[config.mk]
export PLATFORM = sky130hd
export DESIGN_NAME = frontend_top
export DESIGN_NICKNAME = d
export VERILOG_FILES = /design/src/core_pkg.sv /design/src/frontend_top.sv /design/src/id_stage.sv /design/src/decoder_2ri12.sv /design/src/decoder_2ri16.sv /design/src/inst_buffer.sv /design/src/inst_fetch.sv
export SDC_FILE = /design/constraint.sdc
export NUM_CORES = 1
export LEC_CHECK = 0
export CORE_MARGIN = 10
export CORE_UTILIZATION = 60
export CTS_CLUSTER_DIAMETER = 80
export DETAILED_ROUTE_END_ITERATION = 10
export DONT_BUFFER_PORTS = 1
export MAX_ROUTING_LAYER = met4
export PLACE_DENSITY = 0.76
export SYNTH_ARGS = -nofsm -noshare
export SYNTH_HDL_FRONTEND = slang
export SYNTH_SLANG_ARGS = --single-unit
[constraint.sdc]
create_clock -name clk -period 17.61 [get_ports clk]
set_input_delay 3.522 -clock clk [delete_from_list [all_inputs] [get_ports clk]]
set_output_delay 3.522 -clock clk [all_outputs]
set_load 0.1 [all_outputs]
[src/core_pkg.sv]
package core_pkg;

    // datapath widths
    localparam int INSTR_WIDTH    = 32;
    localparam int DATA_WIDTH     = 32;
    localparam int GPR_NUM        = 32;
    localparam int REG_ADDR_WIDTH = $clog2(GPR_NUM);

    // fetch start address and instruction queue size
    localparam logic [DATA_WIDTH-1:0] RESET_PC = 32'h1c00_0000;
    localparam int IBUF_DEPTH     = 4;
    localparam int IBUF_PTR_WIDTH = $clog2(IBUF_DEPTH);

    localparam int ALU_OP_WIDTH  = 8;
    localparam int ALU_SEL_WIDTH = 3;

    // 2RI16 opcodes in instr[31:26]
    localparam logic [5:0] EXE_JIRL = 6'h13;
    localparam logic [5:0] EXE_BEQ  = 6'h16;
    localparam logic [5:0] EXE_BNE  = 6'h17;
    localparam logic [5:0] EXE_BLT  = 6'h18;
    localparam logic [5:0] EXE_BGE  = 6'h19;
    localparam logic [5:0] EXE_BLTU = 6'h1a;
    localparam logic [5:0] EXE_BGEU = 6'h1b;

    // 2RI12 opcodes in instr[31:22]
    localparam logic [9:0] EXE_SLTI   = 10'h008;
    localparam logic [9:0] EXE_SLTUI  = 10'h009;
    localparam logic [9:0] EXE_ADDI_W = 10'h00a;
    localparam logic [9:0] EXE_ANDI   = 10'h00d;
    localparam logic [9:0] EXE_ORI    = 10'h00e;
    localparam logic [9:0] EXE_XORI   = 10'h00f;

    // one alu op per instruction
    localparam logic [ALU_OP_WIDTH-1:0] EXE_JIRL_OP   = 8'h01;
    localparam logic [ALU_OP_WIDTH-1:0] EXE_BEQ_OP    = 8'h02;
    localparam logic [ALU_OP_WIDTH-1:0] EXE_BNE_OP    = 8'h03;
    localparam logic [ALU_OP_WIDTH-1:0] EXE_BLT_OP    = 8'h04;
    localparam logic [ALU_OP_WIDTH-1:0] EXE_BGE_OP    = 8'h05;
    localparam logic [ALU_OP_WIDTH-1:0] EXE_BLTU_OP   = 8'h06;
    localparam logic [ALU_OP_WIDTH-1:0] EXE_BGEU_OP   = 8'h07;
    localparam logic [ALU_OP_WIDTH-1:0] EXE_ADDI_W_OP = 8'h08;
    localparam logic [ALU_OP_WIDTH-1:0] EXE_SLTI_OP   = 8'h09;
    localparam logic [ALU_OP_WIDTH-1:0] EXE_SLTUI_OP  = 8'h0a;
    localparam logic [ALU_OP_WIDTH-1:0] EXE_ANDI_OP   = 8'h0b;
    localparam logic [ALU_OP_WIDTH-1:0] EXE_ORI_OP    = 8'h0c;
    localparam logic [ALU_OP_WIDTH-1:0] EXE_XORI_OP   = 8'h0d;

    // result select
    localparam logic [ALU_SEL_WIDTH-1:0] EXE_RES_NOP   = 3'd0;
    localparam logic [ALU_SEL_WIDTH-1:0] EXE_RES_ARITH = 3'd1;
    localparam logic [ALU_SEL_WIDTH-1:0] EXE_RES_LOGIC = 3'd2;
    localparam logic [ALU_SEL_WIDTH-1:0] EXE_RES_JUMP  = 3'd3;

    localparam logic [1:0] BRANCH_TYPE_NONE   = 2'd0;
    localparam logic [1:0] BRANCH_TYPE_COND   = 2'd1;
    localparam logic [1:0] BRANCH_TYPE_UNCOND = 2'd2;
    localparam logic [1:0] BRANCH_TYPE_RET    = 2'd3;

    typedef struct packed {
        logic       is_branch;
        logic [1:0] branch_type;
    } special_info_t;

endpackage
[src/frontend_top.sv]
module frontend_top (
    input  logic                                  clk,
    input  logic                                  rst_n_i,
    input  logic                                  wb_ack_i,
    input  logic [core_pkg::DATA_WIDTH-1:0]       wb_dat_i,
    input  logic                                  out_ready_i,
    output logic                                  wb_cyc_o,
    output logic                                  wb_stb_o,
    output logic                                  wb_we_o,
    output logic [3:0]                            wb_sel_o,
    output logic [core_pkg::DATA_WIDTH-1:0]       wb_adr_o,
    output logic                                  out_valid_o,
    output logic [core_pkg::DATA_WIDTH-1:0]       out_pc_o,
    output logic [core_pkg::INSTR_WIDTH-1:0]      out_instr_o,
    output logic                                  illegal_o,
    output logic [1:0]                            reg_read_valid_o,
    output logic [2*core_pkg::REG_ADDR_WIDTH-1:0] reg_read_addr_o,
    output logic [core_pkg::DATA_WIDTH-1:0]       imm_o,
    output logic                                  reg_write_valid_o,
    output logic [core_pkg::REG_ADDR_WIDTH-1:0]   reg_write_addr_o,
    output logic [core_pkg::ALU_OP_WIDTH-1:0]     aluop_o,
    output logic [core_pkg::ALU_SEL_WIDTH-1:0]    alusel_o,
    output core_pkg::special_info_t               special_info_o
);

    // fetch to queue
    logic                             push;
    logic [core_pkg::DATA_WIDTH-1:0]  push_pc;
    logic [core_pkg::INSTR_WIDTH-1:0] push_instr;
    logic                             buf_full;

    // queue to decode
    logic [core_pkg::DATA_WIDTH-1:0]  head_pc;
    logic [core_pkg::INSTR_WIDTH-1:0] head_instr;
    logic                             buf_empty;
    logic                             pop;

    inst_fetch u_fetch (
        .*,
        .buffer_full_i (buf_full),
        .push_o        (push),
        .push_pc_o     (push_pc),
        .push_instr_o  (push_instr)
    );

    inst_buffer u_ibuf (
        .clk          (clk),
        .rst_n_i      (rst_n_i),
        .push_i       (push),
        .push_pc_i    (push_pc),
        .push_instr_i (push_instr),
        .pop_i        (pop),
        .head_pc_o    (head_pc),
        .head_instr_o (head_instr),
        .full_o       (buf_full),
        .empty_o      (buf_empty)
    );

    // decoded outputs keep their names up to the top ports
    id_stage u_id (
        .*,
        .head_pc_i    (head_pc),
        .head_instr_i (head_instr),
        .empty_i      (buf_empty),
        .pop_o        (pop)
    );

endmodule

[src/id_stage.sv]
module id_stage (
    input  logic                                  clk,
    input  logic                                  rst_n_i,
    input  logic [core_pkg::DATA_WIDTH-1:0]       head_pc_i,
    input  logic [core_pkg::INSTR_WIDTH-1:0]      head_instr_i,
    input  logic                                  empty_i,
    input  logic                                  out_ready_i,
    output logic                                  pop_o,
    output logic                                  out_valid_o,
    output logic [core_pkg::DATA_WIDTH-1:0]       out_pc_o,
    output logic [core_pkg::INSTR_WIDTH-1:0]      out_instr_o,
    output logic                                  illegal_o,
    output logic [1:0]                            reg_read_valid_o,
    output logic [2*core_pkg::REG_ADDR_WIDTH-1:0] reg_read_addr_o,
    output logic [core_pkg::DATA_WIDTH-1:0]       imm_o,
    output logic                                  reg_write_valid_o,
    output logic [core_pkg::REG_ADDR_WIDTH-1:0]   reg_write_addr_o,
    output logic [core_pkg::ALU_OP_WIDTH-1:0]     aluop_o,
    output logic [core_pkg::ALU_SEL_WIDTH-1:0]    alusel_o,
    output core_pkg::special_info_t               special_info_o
);

    logic                                  valid_16, valid_12;
    logic [1:0]                            rd_valid_16, rd_valid_12;
    logic [2*core_pkg::REG_ADDR_WIDTH-1:0] rd_addr_16, rd_addr_12;
    logic [core_pkg::DATA_WIDTH-1:0]       imm_16, imm_12;
    logic                                  wr_valid_16, wr_valid_12;
    logic [core_pkg::REG_ADDR_WIDTH-1:0]   wr_addr_16, wr_addr_12;
    logic [core_pkg::ALU_OP_WIDTH-1:0]     aluop_16, aluop_12;
    logic [core_pkg::ALU_SEL_WIDTH-1:0]    alusel_16, alusel_12;
    core_pkg::special_info_t               info_16, info_12;
    logic                                  load;

    decoder_2ri16 u_dec_2ri16 (
        .instr_i               (head_instr_i),
        .decode_result_valid_o (valid_16),
        .reg_read_valid_o      (rd_valid_16),
        .reg_read_addr_o       (rd_addr_16),
        .imm_o                 (imm_16),
        .reg_write_valid_o     (wr_valid_16),
        .reg_write_addr_o      (wr_addr_16),
        .aluop_o               (aluop_16),
        .alusel_o              (alusel_16),
        .special_info_o        (info_16)
    );

    decoder_2ri12 u_dec_2ri12 (
        .instr_i               (head_instr_i),
        .decode_result_valid_o (valid_12),
        .reg_read_valid_o      (rd_valid_12),
        .reg_read_addr_o       (rd_addr_12),
        .imm_o                 (imm_12),
        .reg_write_valid_o     (wr_valid_12),
        .reg_write_addr_o      (wr_addr_12),
        .aluop_o               (aluop_12),
        .alusel_o              (alusel_12),
        .special_info_o        (info_12)
    );

    // take the head when the output slot is free or leaving this edge
    assign load  = !empty_i && (!out_valid_o || out_ready_i);
    assign pop_o = load;

    always_ff @(posedge clk) begin
        if (!rst_n_i) begin
            out_valid_o <= 1'b0;
        end else if (load) begin
            out_valid_o <= 1'b1;
        end else if (out_ready_i) begin
            out_valid_o <= 1'b0;
        end
    end

    // opcode sets are disjoint and an unmatched decoder drives zeros
    always_ff @(posedge clk) begin
        if (load) begin
            out_pc_o          <= head_pc_i;
            out_instr_o       <= head_instr_i;
            illegal_o         <= !(valid_16 || valid_12);
            reg_read_valid_o  <= rd_valid_16 | rd_valid_12;
            reg_read_addr_o   <= rd_addr_16 | rd_addr_12;
            imm_o             <= imm_16 | imm_12;
            reg_write_valid_o <= wr_valid_16 | wr_valid_12;
            reg_write_addr_o  <= wr_addr_16 | wr_addr_12;
            aluop_o           <= aluop_16 | aluop_12;
            alusel_o          <= alusel_16 | alusel_12;
            special_info_o    <= info_16 | info_12;
        end
    end

    a_hold_when_stalled : assert property (
        @(posedge clk) disable iff (!rst_n_i)
        out_valid_o && !out_ready_i |=> out_valid_o
            && $stable({out_pc_o, out_instr_o, illegal_o, reg_read_valid_o, reg_read_addr_o})
            && $stable({imm_o, reg_write_valid_o, reg_write_addr_o, aluop_o, alusel_o})
            && $stable(special_info_o)
    );

endmodule

[src/decoder_2ri12.sv]
// 2RI12 layout is {opcode[10], imm12, rj, rd}, immediate alu group
module decoder_2ri12 (
    input  logic [core_pkg::INSTR_WIDTH-1:0]      instr_i,
    output logic                                  decode_result_valid_o,
    output logic [1:0]                            reg_read_valid_o,
    output logic [2*core_pkg::REG_ADDR_WIDTH-1:0] reg_read_addr_o,
    output logic [core_pkg::DATA_WIDTH-1:0]       imm_o,
    output logic                                  reg_write_valid_o,
    output logic [core_pkg::REG_ADDR_WIDTH-1:0]   reg_write_addr_o,
    output logic [core_pkg::ALU_OP_WIDTH-1:0]     aluop_o,
    output logic [core_pkg::ALU_SEL_WIDTH-1:0]    alusel_o,
    output core_pkg::special_info_t               special_info_o
);

    logic [core_pkg::REG_ADDR_WIDTH-1:0] rd;
    logic [core_pkg::REG_ADDR_WIDTH-1:0] rj;
    logic [11:0]                         imm12;

    assign rd    = instr_i[4:0];
    assign rj    = instr_i[9:5];
    assign imm12 = instr_i[21:10];

    always_comb begin
        decode_result_valid_o      = 1'b1;
        reg_read_valid_o           = 2'b01;
        reg_read_addr_o            = {{core_pkg::REG_ADDR_WIDTH{1'b0}}, rj};
        reg_write_valid_o          = 1'b1;
        reg_write_addr_o           = rd;
        // arithmetic ops sign extend
        imm_o                      = {{20{imm12[11]}}, imm12};
        aluop_o                    = '0;
        alusel_o                   = core_pkg::EXE_RES_ARITH;
        special_info_o.is_branch   = 1'b0;
        special_info_o.branch_type = core_pkg::BRANCH_TYPE_NONE;
        case (instr_i[31:22])
            core_pkg::EXE_ADDI_W: aluop_o = core_pkg::EXE_ADDI_W_OP;
            core_pkg::EXE_SLTI:   aluop_o = core_pkg::EXE_SLTI_OP;
            core_pkg::EXE_SLTUI:  aluop_o = core_pkg::EXE_SLTUI_OP;
            core_pkg::EXE_ANDI, core_pkg::EXE_ORI, core_pkg::EXE_XORI: begin
                // logic ops zero extend
                imm_o    = {20'b0, imm12};
                alusel_o = core_pkg::EXE_RES_LOGIC;
                aluop_o  = (instr_i[31:22] == core_pkg::EXE_ANDI) ? core_pkg::EXE_ANDI_OP :
                           (instr_i[31:22] == core_pkg::EXE_ORI)  ? core_pkg::EXE_ORI_OP  :
                                                                    core_pkg::EXE_XORI_OP;
            end
            default: begin
                decode_result_valid_o = 1'b0;
                reg_read_valid_o      = 2'b00;
                reg_read_addr_o       = '0;
                reg_write_valid_o     = 1'b0;
                reg_write_addr_o      = '0;
                imm_o                 = '0;
                alusel_o              = core_pkg::EXE_RES_NOP;
            end
        endcase
    end

endmodule

[src/decoder_2ri16.sv]
// 2RI16 layout is {opcode[6], imm16, rj, rd}, the branch group
module decoder_2ri16 (
    input  logic [core_pkg::INSTR_WIDTH-1:0]      instr_i,
    output logic                                  decode_result_valid_o,
    output logic [1:0]                            reg_read_valid_o,
    output logic [2*core_pkg::REG_ADDR_WIDTH-1:0] reg_read_addr_o,
    output logic [core_pkg::DATA_WIDTH-1:0]       imm_o,
    output logic                                  reg_write_valid_o,
    output logic [core_pkg::REG_ADDR_WIDTH-1:0]   reg_write_addr_o,
    output logic [core_pkg::ALU_OP_WIDTH-1:0]     aluop_o,
    output logic [core_pkg::ALU_SEL_WIDTH-1:0]    alusel_o,
    output core_pkg::special_info_t               special_info_o
);

    logic [core_pkg::REG_ADDR_WIDTH-1:0] rd;
    logic [core_pkg::REG_ADDR_WIDTH-1:0] rj;
    logic [15:0]                         imm16;

    assign rd    = instr_i[4:0];
    assign rj    = instr_i[9:5];
    assign imm16 = instr_i[25:10];

    always_comb begin
        // conditional branch is the common case
        decode_result_valid_o      = 1'b1;
        reg_read_valid_o           = 2'b11;
        reg_read_addr_o            = {rd, rj};
        imm_o                      = {{14{imm16[15]}}, imm16, 2'b00};
        reg_write_valid_o          = 1'b0;
        reg_write_addr_o           = '0;
        aluop_o                    = '0;
        alusel_o                   = core_pkg::EXE_RES_JUMP;
        special_info_o.is_branch   = 1'b1;
        special_info_o.branch_type = core_pkg::BRANCH_TYPE_COND;
        case (instr_i[31:26])
            core_pkg::EXE_JIRL: begin
                aluop_o           = core_pkg::EXE_JIRL_OP;
                reg_read_valid_o  = 2'b01;
                reg_read_addr_o   = {{core_pkg::REG_ADDR_WIDTH{1'b0}}, rj};
                reg_write_valid_o = 1'b1;
                reg_write_addr_o  = rd;
                // jump through r1 is treated as a return
                special_info_o.branch_type = (rj == 5'd1) ? core_pkg::BRANCH_TYPE_RET
                                                          : core_pkg::BRANCH_TYPE_UNCOND;
            end
            core_pkg::EXE_BEQ:  aluop_o = core_pkg::EXE_BEQ_OP;
            core_pkg::EXE_BNE:  aluop_o = core_pkg::EXE_BNE_OP;
            core_pkg::EXE_BLT:  aluop_o = core_pkg::EXE_BLT_OP;
            core_pkg::EXE_BGE:  aluop_o = core_pkg::EXE_BGE_OP;
            core_pkg::EXE_BLTU: aluop_o = core_pkg::EXE_BLTU_OP;
            core_pkg::EXE_BGEU: aluop_o = core_pkg::EXE_BGEU_OP;
            default: begin
                // not ours, everything zero so the merge can OR
                decode_result_valid_o = 1'b0;
                reg_read_valid_o      = 2'b00;
                reg_read_addr_o       = '0;
                imm_o                 = '0;
                alusel_o              = core_pkg::EXE_RES_NOP;
                special_info_o        = '0;
            end
        endcase
    end

endmodule

[src/inst_buffer.sv]
module inst_buffer (
    input  logic                             clk,
    input  logic                             rst_n_i,
    input  logic                             push_i,
    input  logic [core_pkg::DATA_WIDTH-1:0]  push_pc_i,
    input  logic [core_pkg::INSTR_WIDTH-1:0] push_instr_i,
    input  logic                             pop_i,
    output logic [core_pkg::DATA_WIDTH-1:0]  head_pc_o,
    output logic [core_pkg::INSTR_WIDTH-1:0] head_instr_o,
    output logic                             full_o,
    output logic                             empty_o
);

    logic [core_pkg::DATA_WIDTH-1:0]  pc_mem    [core_pkg::IBUF_DEPTH];
    logic [core_pkg::INSTR_WIDTH-1:0] instr_mem [core_pkg::IBUF_DEPTH];

    // depth is a power of two so the pointers wrap by themselves
    logic [core_pkg::IBUF_PTR_WIDTH-1:0] wr_ptr_q;
    logic [core_pkg::IBUF_PTR_WIDTH-1:0] rd_ptr_q;
    logic [core_pkg::IBUF_PTR_WIDTH:0]   count_q;

    always_ff @(posedge clk) begin
        if (push_i) begin
            pc_mem[wr_ptr_q]    <= push_pc_i;
            instr_mem[wr_ptr_q] <= push_instr_i;
        end
    end

    always_ff @(posedge clk) begin
        if (!rst_n_i) begin
            wr_ptr_q <= '0;
            rd_ptr_q <= '0;
            count_q  <= '0;
        end else begin
            if (push_i) begin
                wr_ptr_q <= wr_ptr_q + 1'b1;
            end
            if (pop_i) begin
                rd_ptr_q <= rd_ptr_q + 1'b1;
            end
            case ({push_i, pop_i})
                2'b10:   count_q <= count_q + 1'b1;
                2'b01:   count_q <= count_q - 1'b1;
                default: count_q <= count_q;
            endcase
        end
    end

    // no bypass, a new word shows up one edge after its push
    assign head_pc_o    = pc_mem[rd_ptr_q];
    assign head_instr_o = instr_mem[rd_ptr_q];
    assign full_o       = (count_q == core_pkg::IBUF_DEPTH);
    assign empty_o      = (count_q == '0);

    a_no_overflow : assert property (
        @(posedge clk) disable iff (!rst_n_i) push_i |-> !full_o
    );

    a_no_underflow : assert property (
        @(posedge clk) disable iff (!rst_n_i) pop_i |-> !empty_o
    );

endmodule

[src/inst_fetch.sv]
module inst_fetch (
    input  logic                             clk,
    input  logic                             rst_n_i,
    input  logic                             buffer_full_i,
    input  logic                             wb_ack_i,
    input  logic [core_pkg::DATA_WIDTH-1:0]  wb_dat_i,
    output logic                             wb_cyc_o,
    output logic                             wb_stb_o,
    output logic                             wb_we_o,
    output logic [3:0]                       wb_sel_o,
    output logic [core_pkg::DATA_WIDTH-1:0]  wb_adr_o,
    output logic                             push_o,
    output logic [core_pkg::DATA_WIDTH-1:0]  push_pc_o,
    output logic [core_pkg::INSTR_WIDTH-1:0] push_instr_o
);

    logic [core_pkg::DATA_WIDTH-1:0] pc_q;
    // high while a read is waiting for its ack
    logic                            busy_q;

    always_ff @(posedge clk) begin
        if (!rst_n_i) begin
            busy_q <= 1'b0;
            pc_q   <= core_pkg::RESET_PC;
        end else if (busy_q) begin
            if (wb_ack_i) begin
                busy_q <= 1'b0;
                pc_q   <= pc_q + 32'd4;
            end
        end else if (!buffer_full_i) begin
            // only one word is in flight so the push always finds room
            busy_q <= 1'b1;
        end
    end

    assign wb_cyc_o = busy_q;
    assign wb_stb_o = busy_q;
    assign wb_we_o  = 1'b0;
    assign wb_sel_o = 4'hf;
    assign wb_adr_o = pc_q;

    // word goes to the queue in the ack cycle
    assign push_o       = busy_q & wb_ack_i;
    assign push_pc_o    = pc_q;
    assign push_instr_o = wb_dat_i;

    // request is held until the slave answers
    a_adr_held : assert property (
        @(posedge clk) disable iff (!rst_n_i)
        wb_stb_o && !wb_ack_i |=> wb_stb_o && $stable(wb_adr_o)
    );

endmodule

==> run metrics <==
syn avg cell area=between 15 and 20 um2; post-synthesis sequential area ratio=around 80%; All-Layer GR Usage=roughly a fifth; post-layout util=67.2%; CTS Buf Count=39; top-count cell post-synth=edfxtp_1; Primary FF master, synth=edfxtp_1; family with the most delay on the worst path=buffers and inverters; Hold Buf Count CTS=0; Port Buffer Count=0; Syn. warnings=0; setup bufs post-CTS=0; crit path to=imm_o[17]; fin crit share=about a third; max-slew violations=0; critical path arrival=roughly 2.2 ns; largest net degree at the start of global routing=86; DP Wirelength=between 15000 and 20000 um; routability cong.=around 0.81; Mapped Cells=between 700 and 800; I/O pins=205; nets=slightly above 800; CTS H-tree depth=2; Critical R2R Launch=u_fetch.push_pc_o[7]; Site Rows=57; final WL=approximately 29000 um; clock slew at the register clock pins of the worst setup and hold paths=about 0.06 ns; Root Driver=clkbuf_16; reg2reg end=u_fetch.push_pc_o[25]; Async SR Flop Fraction=0%; Initial Utilization=around 61%; synth cell count leaders=356 x edfxtp_1, 58 x mux4_2, 41 x dfxtp_1; placed cell count=between 1000 and 1500; Slew @ Worst Pin=~1.3 ns; Final Non-Filler Cells=1130; die height=177 um; Post-synth EDFFs=between 300 and 400; relative slew slack=approximately 15%; Distinct cells, synth=47; Critical Path Slowest Stage Cell=buf_12; Final Setup Violations=0; cts repair resizes=0; largest cells by area after synthesis=edfxtp_1 73%, mux4_2 8.9%, dfxtp_1 5.6%, buf_4 1.5%, xnor2_1 0.95%; Setup CP Type=flop to output pin; CP startpoint=u_id.imm_o[30]; Die Area=approximately 0.031 mm2; synthesized area=~0.015 mm2; share of layout cells above drive strength 1=a little under a fifth; crit path time final=approximately 5.7 ns; DRT Pass-1 Iters=5; first-pass GRT wire length=between 40000 and 50000 um; Yosys reg bits=slightly below 400; die width=~180 um; number of fill cells in the layout=roughly 1600; total global routing overflow=0; RSZ-0062 raised after global routing=false; vias per cell=6.04; Final Hold Fails=0; setup TNS=0 ns; clk sink count=just under 400; total number of vias=roughly 6800; FF+latch area=0.0115 mm2; core area=0.0242 mm2; worst-path maximum fanout=14; Yosys top cell area share=between 70% and 80%; r2r setup slk=approximately 14 ns; DR DRC count=0; Clock Skews=around 0.018 ns; Largest stage delay, worst path=around 1.2 ns; ANT nets after route=0; crit-path cells=buf_12; initial antenna violation count=0; number of global-route vias before repair=7207; Crit. path cell count=1; max cap viols=0; ANT cells=0; Iter 0 DRT Violations=about 510; worst path bufs/invs=1; WP data required=~14 ns; Multi-input gate area=between 0.002 and 0.003 mm2; Area growth syn-to-layout=10.6%; Reg2Reg Depth=5; worst skew pair latency=~0.52 ns; CP Capture Type=output pin; clock tree buffer depth=3; critical path launch point type=flop; Synth area leader=edfxtp_1; Max Freq=roughly 180 MHz; status=finished clean; routed length per instance=about 25 um; CTS tree=done; Worst Hold Class=flop to flop
metal layers:
layer  vias up  global-route usage [%]  wire, um
met4         0                    4.94       555
li1       2978                       -         -
met2       295                    30.6     14400
met5         -                       -         0
met1      3496                    21.4     10600
met3        53                    7.85      3080
through the flow:
stage	setup slack, ns	hold slack, ns	area [um2]
after global routing	11.84	0.531	16300
after global placement	11.72	0.469	15100
after floorplan	6.77	0.467	14800
after CTS	11.87	0.508	16300
after detailed placement	11.61	0.499	15100
final	11.90	0.509	16300
cells in the final DEF (no fill, tap or decap), drive strengths merged, types with 3 or more instances in the layout:
| master | n |
|---|---|
| bufinv | 3 |
| clkbuf | 50 |
| ha | 6 |
| nand3 | 17 |
| and4 | 4 |
| nor2 | 31 |
| nor3 | 5 |
| nor2b | 7 |
| nand2 | 21 |
| a22o | 11 |
| o21ai | 14 |
| xor2 | 9 |
| nor4 | 6 |
| mux4 | 62 |
| xnor2 | 16 |
| edfxtp | 356 |
| nand4 | 4 |
| and3 | 8 |
| dfxtp | 41 |
| a21oi | 16 |
| inv | 17 |
| and2 | 15 |
| buf | 27 |
| clkinv | 13 |
| conb | 14 |
| or2 | 3 |
| or3 | 11 |
worst min path at each step:
stage | start | to | cells past startpoint
final | u_fetch.push_pc_o[10] | u_ibuf.pc_mem[2][10] | 0
after global routing | u_fetch.push_pc_o[2] | u_ibuf.pc_mem[3][2] | 0
after CTS | u_fetch.push_pc_o[10] | u_ibuf.pc_mem[2][10] | 0
after detailed placement | u_ibuf.wr_ptr_q[1] | u_ibuf.wr_ptr_q[1] | 2
after global placement | u_fetch.push_pc_o[25] | u_fetch.push_pc_o[25] | 2
after floorplan | u_ibuf.count_q[2] | u_ibuf.count_q[2] | 2
registers in the layout, summed over array words and instances (netlist names), 4 cells and up, named ones only:
signal and flops:
u_ibuf.instr_mem 128, u_ibuf.pc_mem 120, u_id.out_instr_o 32, u_fetch.push_pc_o 30, u_id.out_pc_o 30, u_id.imm_o 18
u_id.reg_read_addr_o 10, u_id.reg_write_addr_o 5, u_id.aluop_o 4
cell type report:
cell class / instances / share of cell area, %
clock inverters: 19 / 1.03
well taps: 324 / 2.49
flip-flops and latches: 397 / 70.7
clock buffers: 50 / 6.30
repair buffers: 27 / 1.44
multi-input cells: 297 / 17.7
inverters: 16 / 0.369
kinds of logic (layout without fill, tap and decap cells):
family,Yosys count,count (layout),share of synthesized area [%]
flip-flops,397,397,78.1
AND/OR/NAND/NOR,142,142,5.18
buffers and inverters,72,112,2.82
multiplexers,63,63,9.66
AO/OA/AOI/OAI,46,46,2.04
XOR/XNOR,25,25,1.49
adder cells (fa/ha/maj),7,7,0.645
other,2,14,0.0510
Power is not shown: default switching activity piles up to over one toggle a cycle in this logic, so the estimate is an artifact.
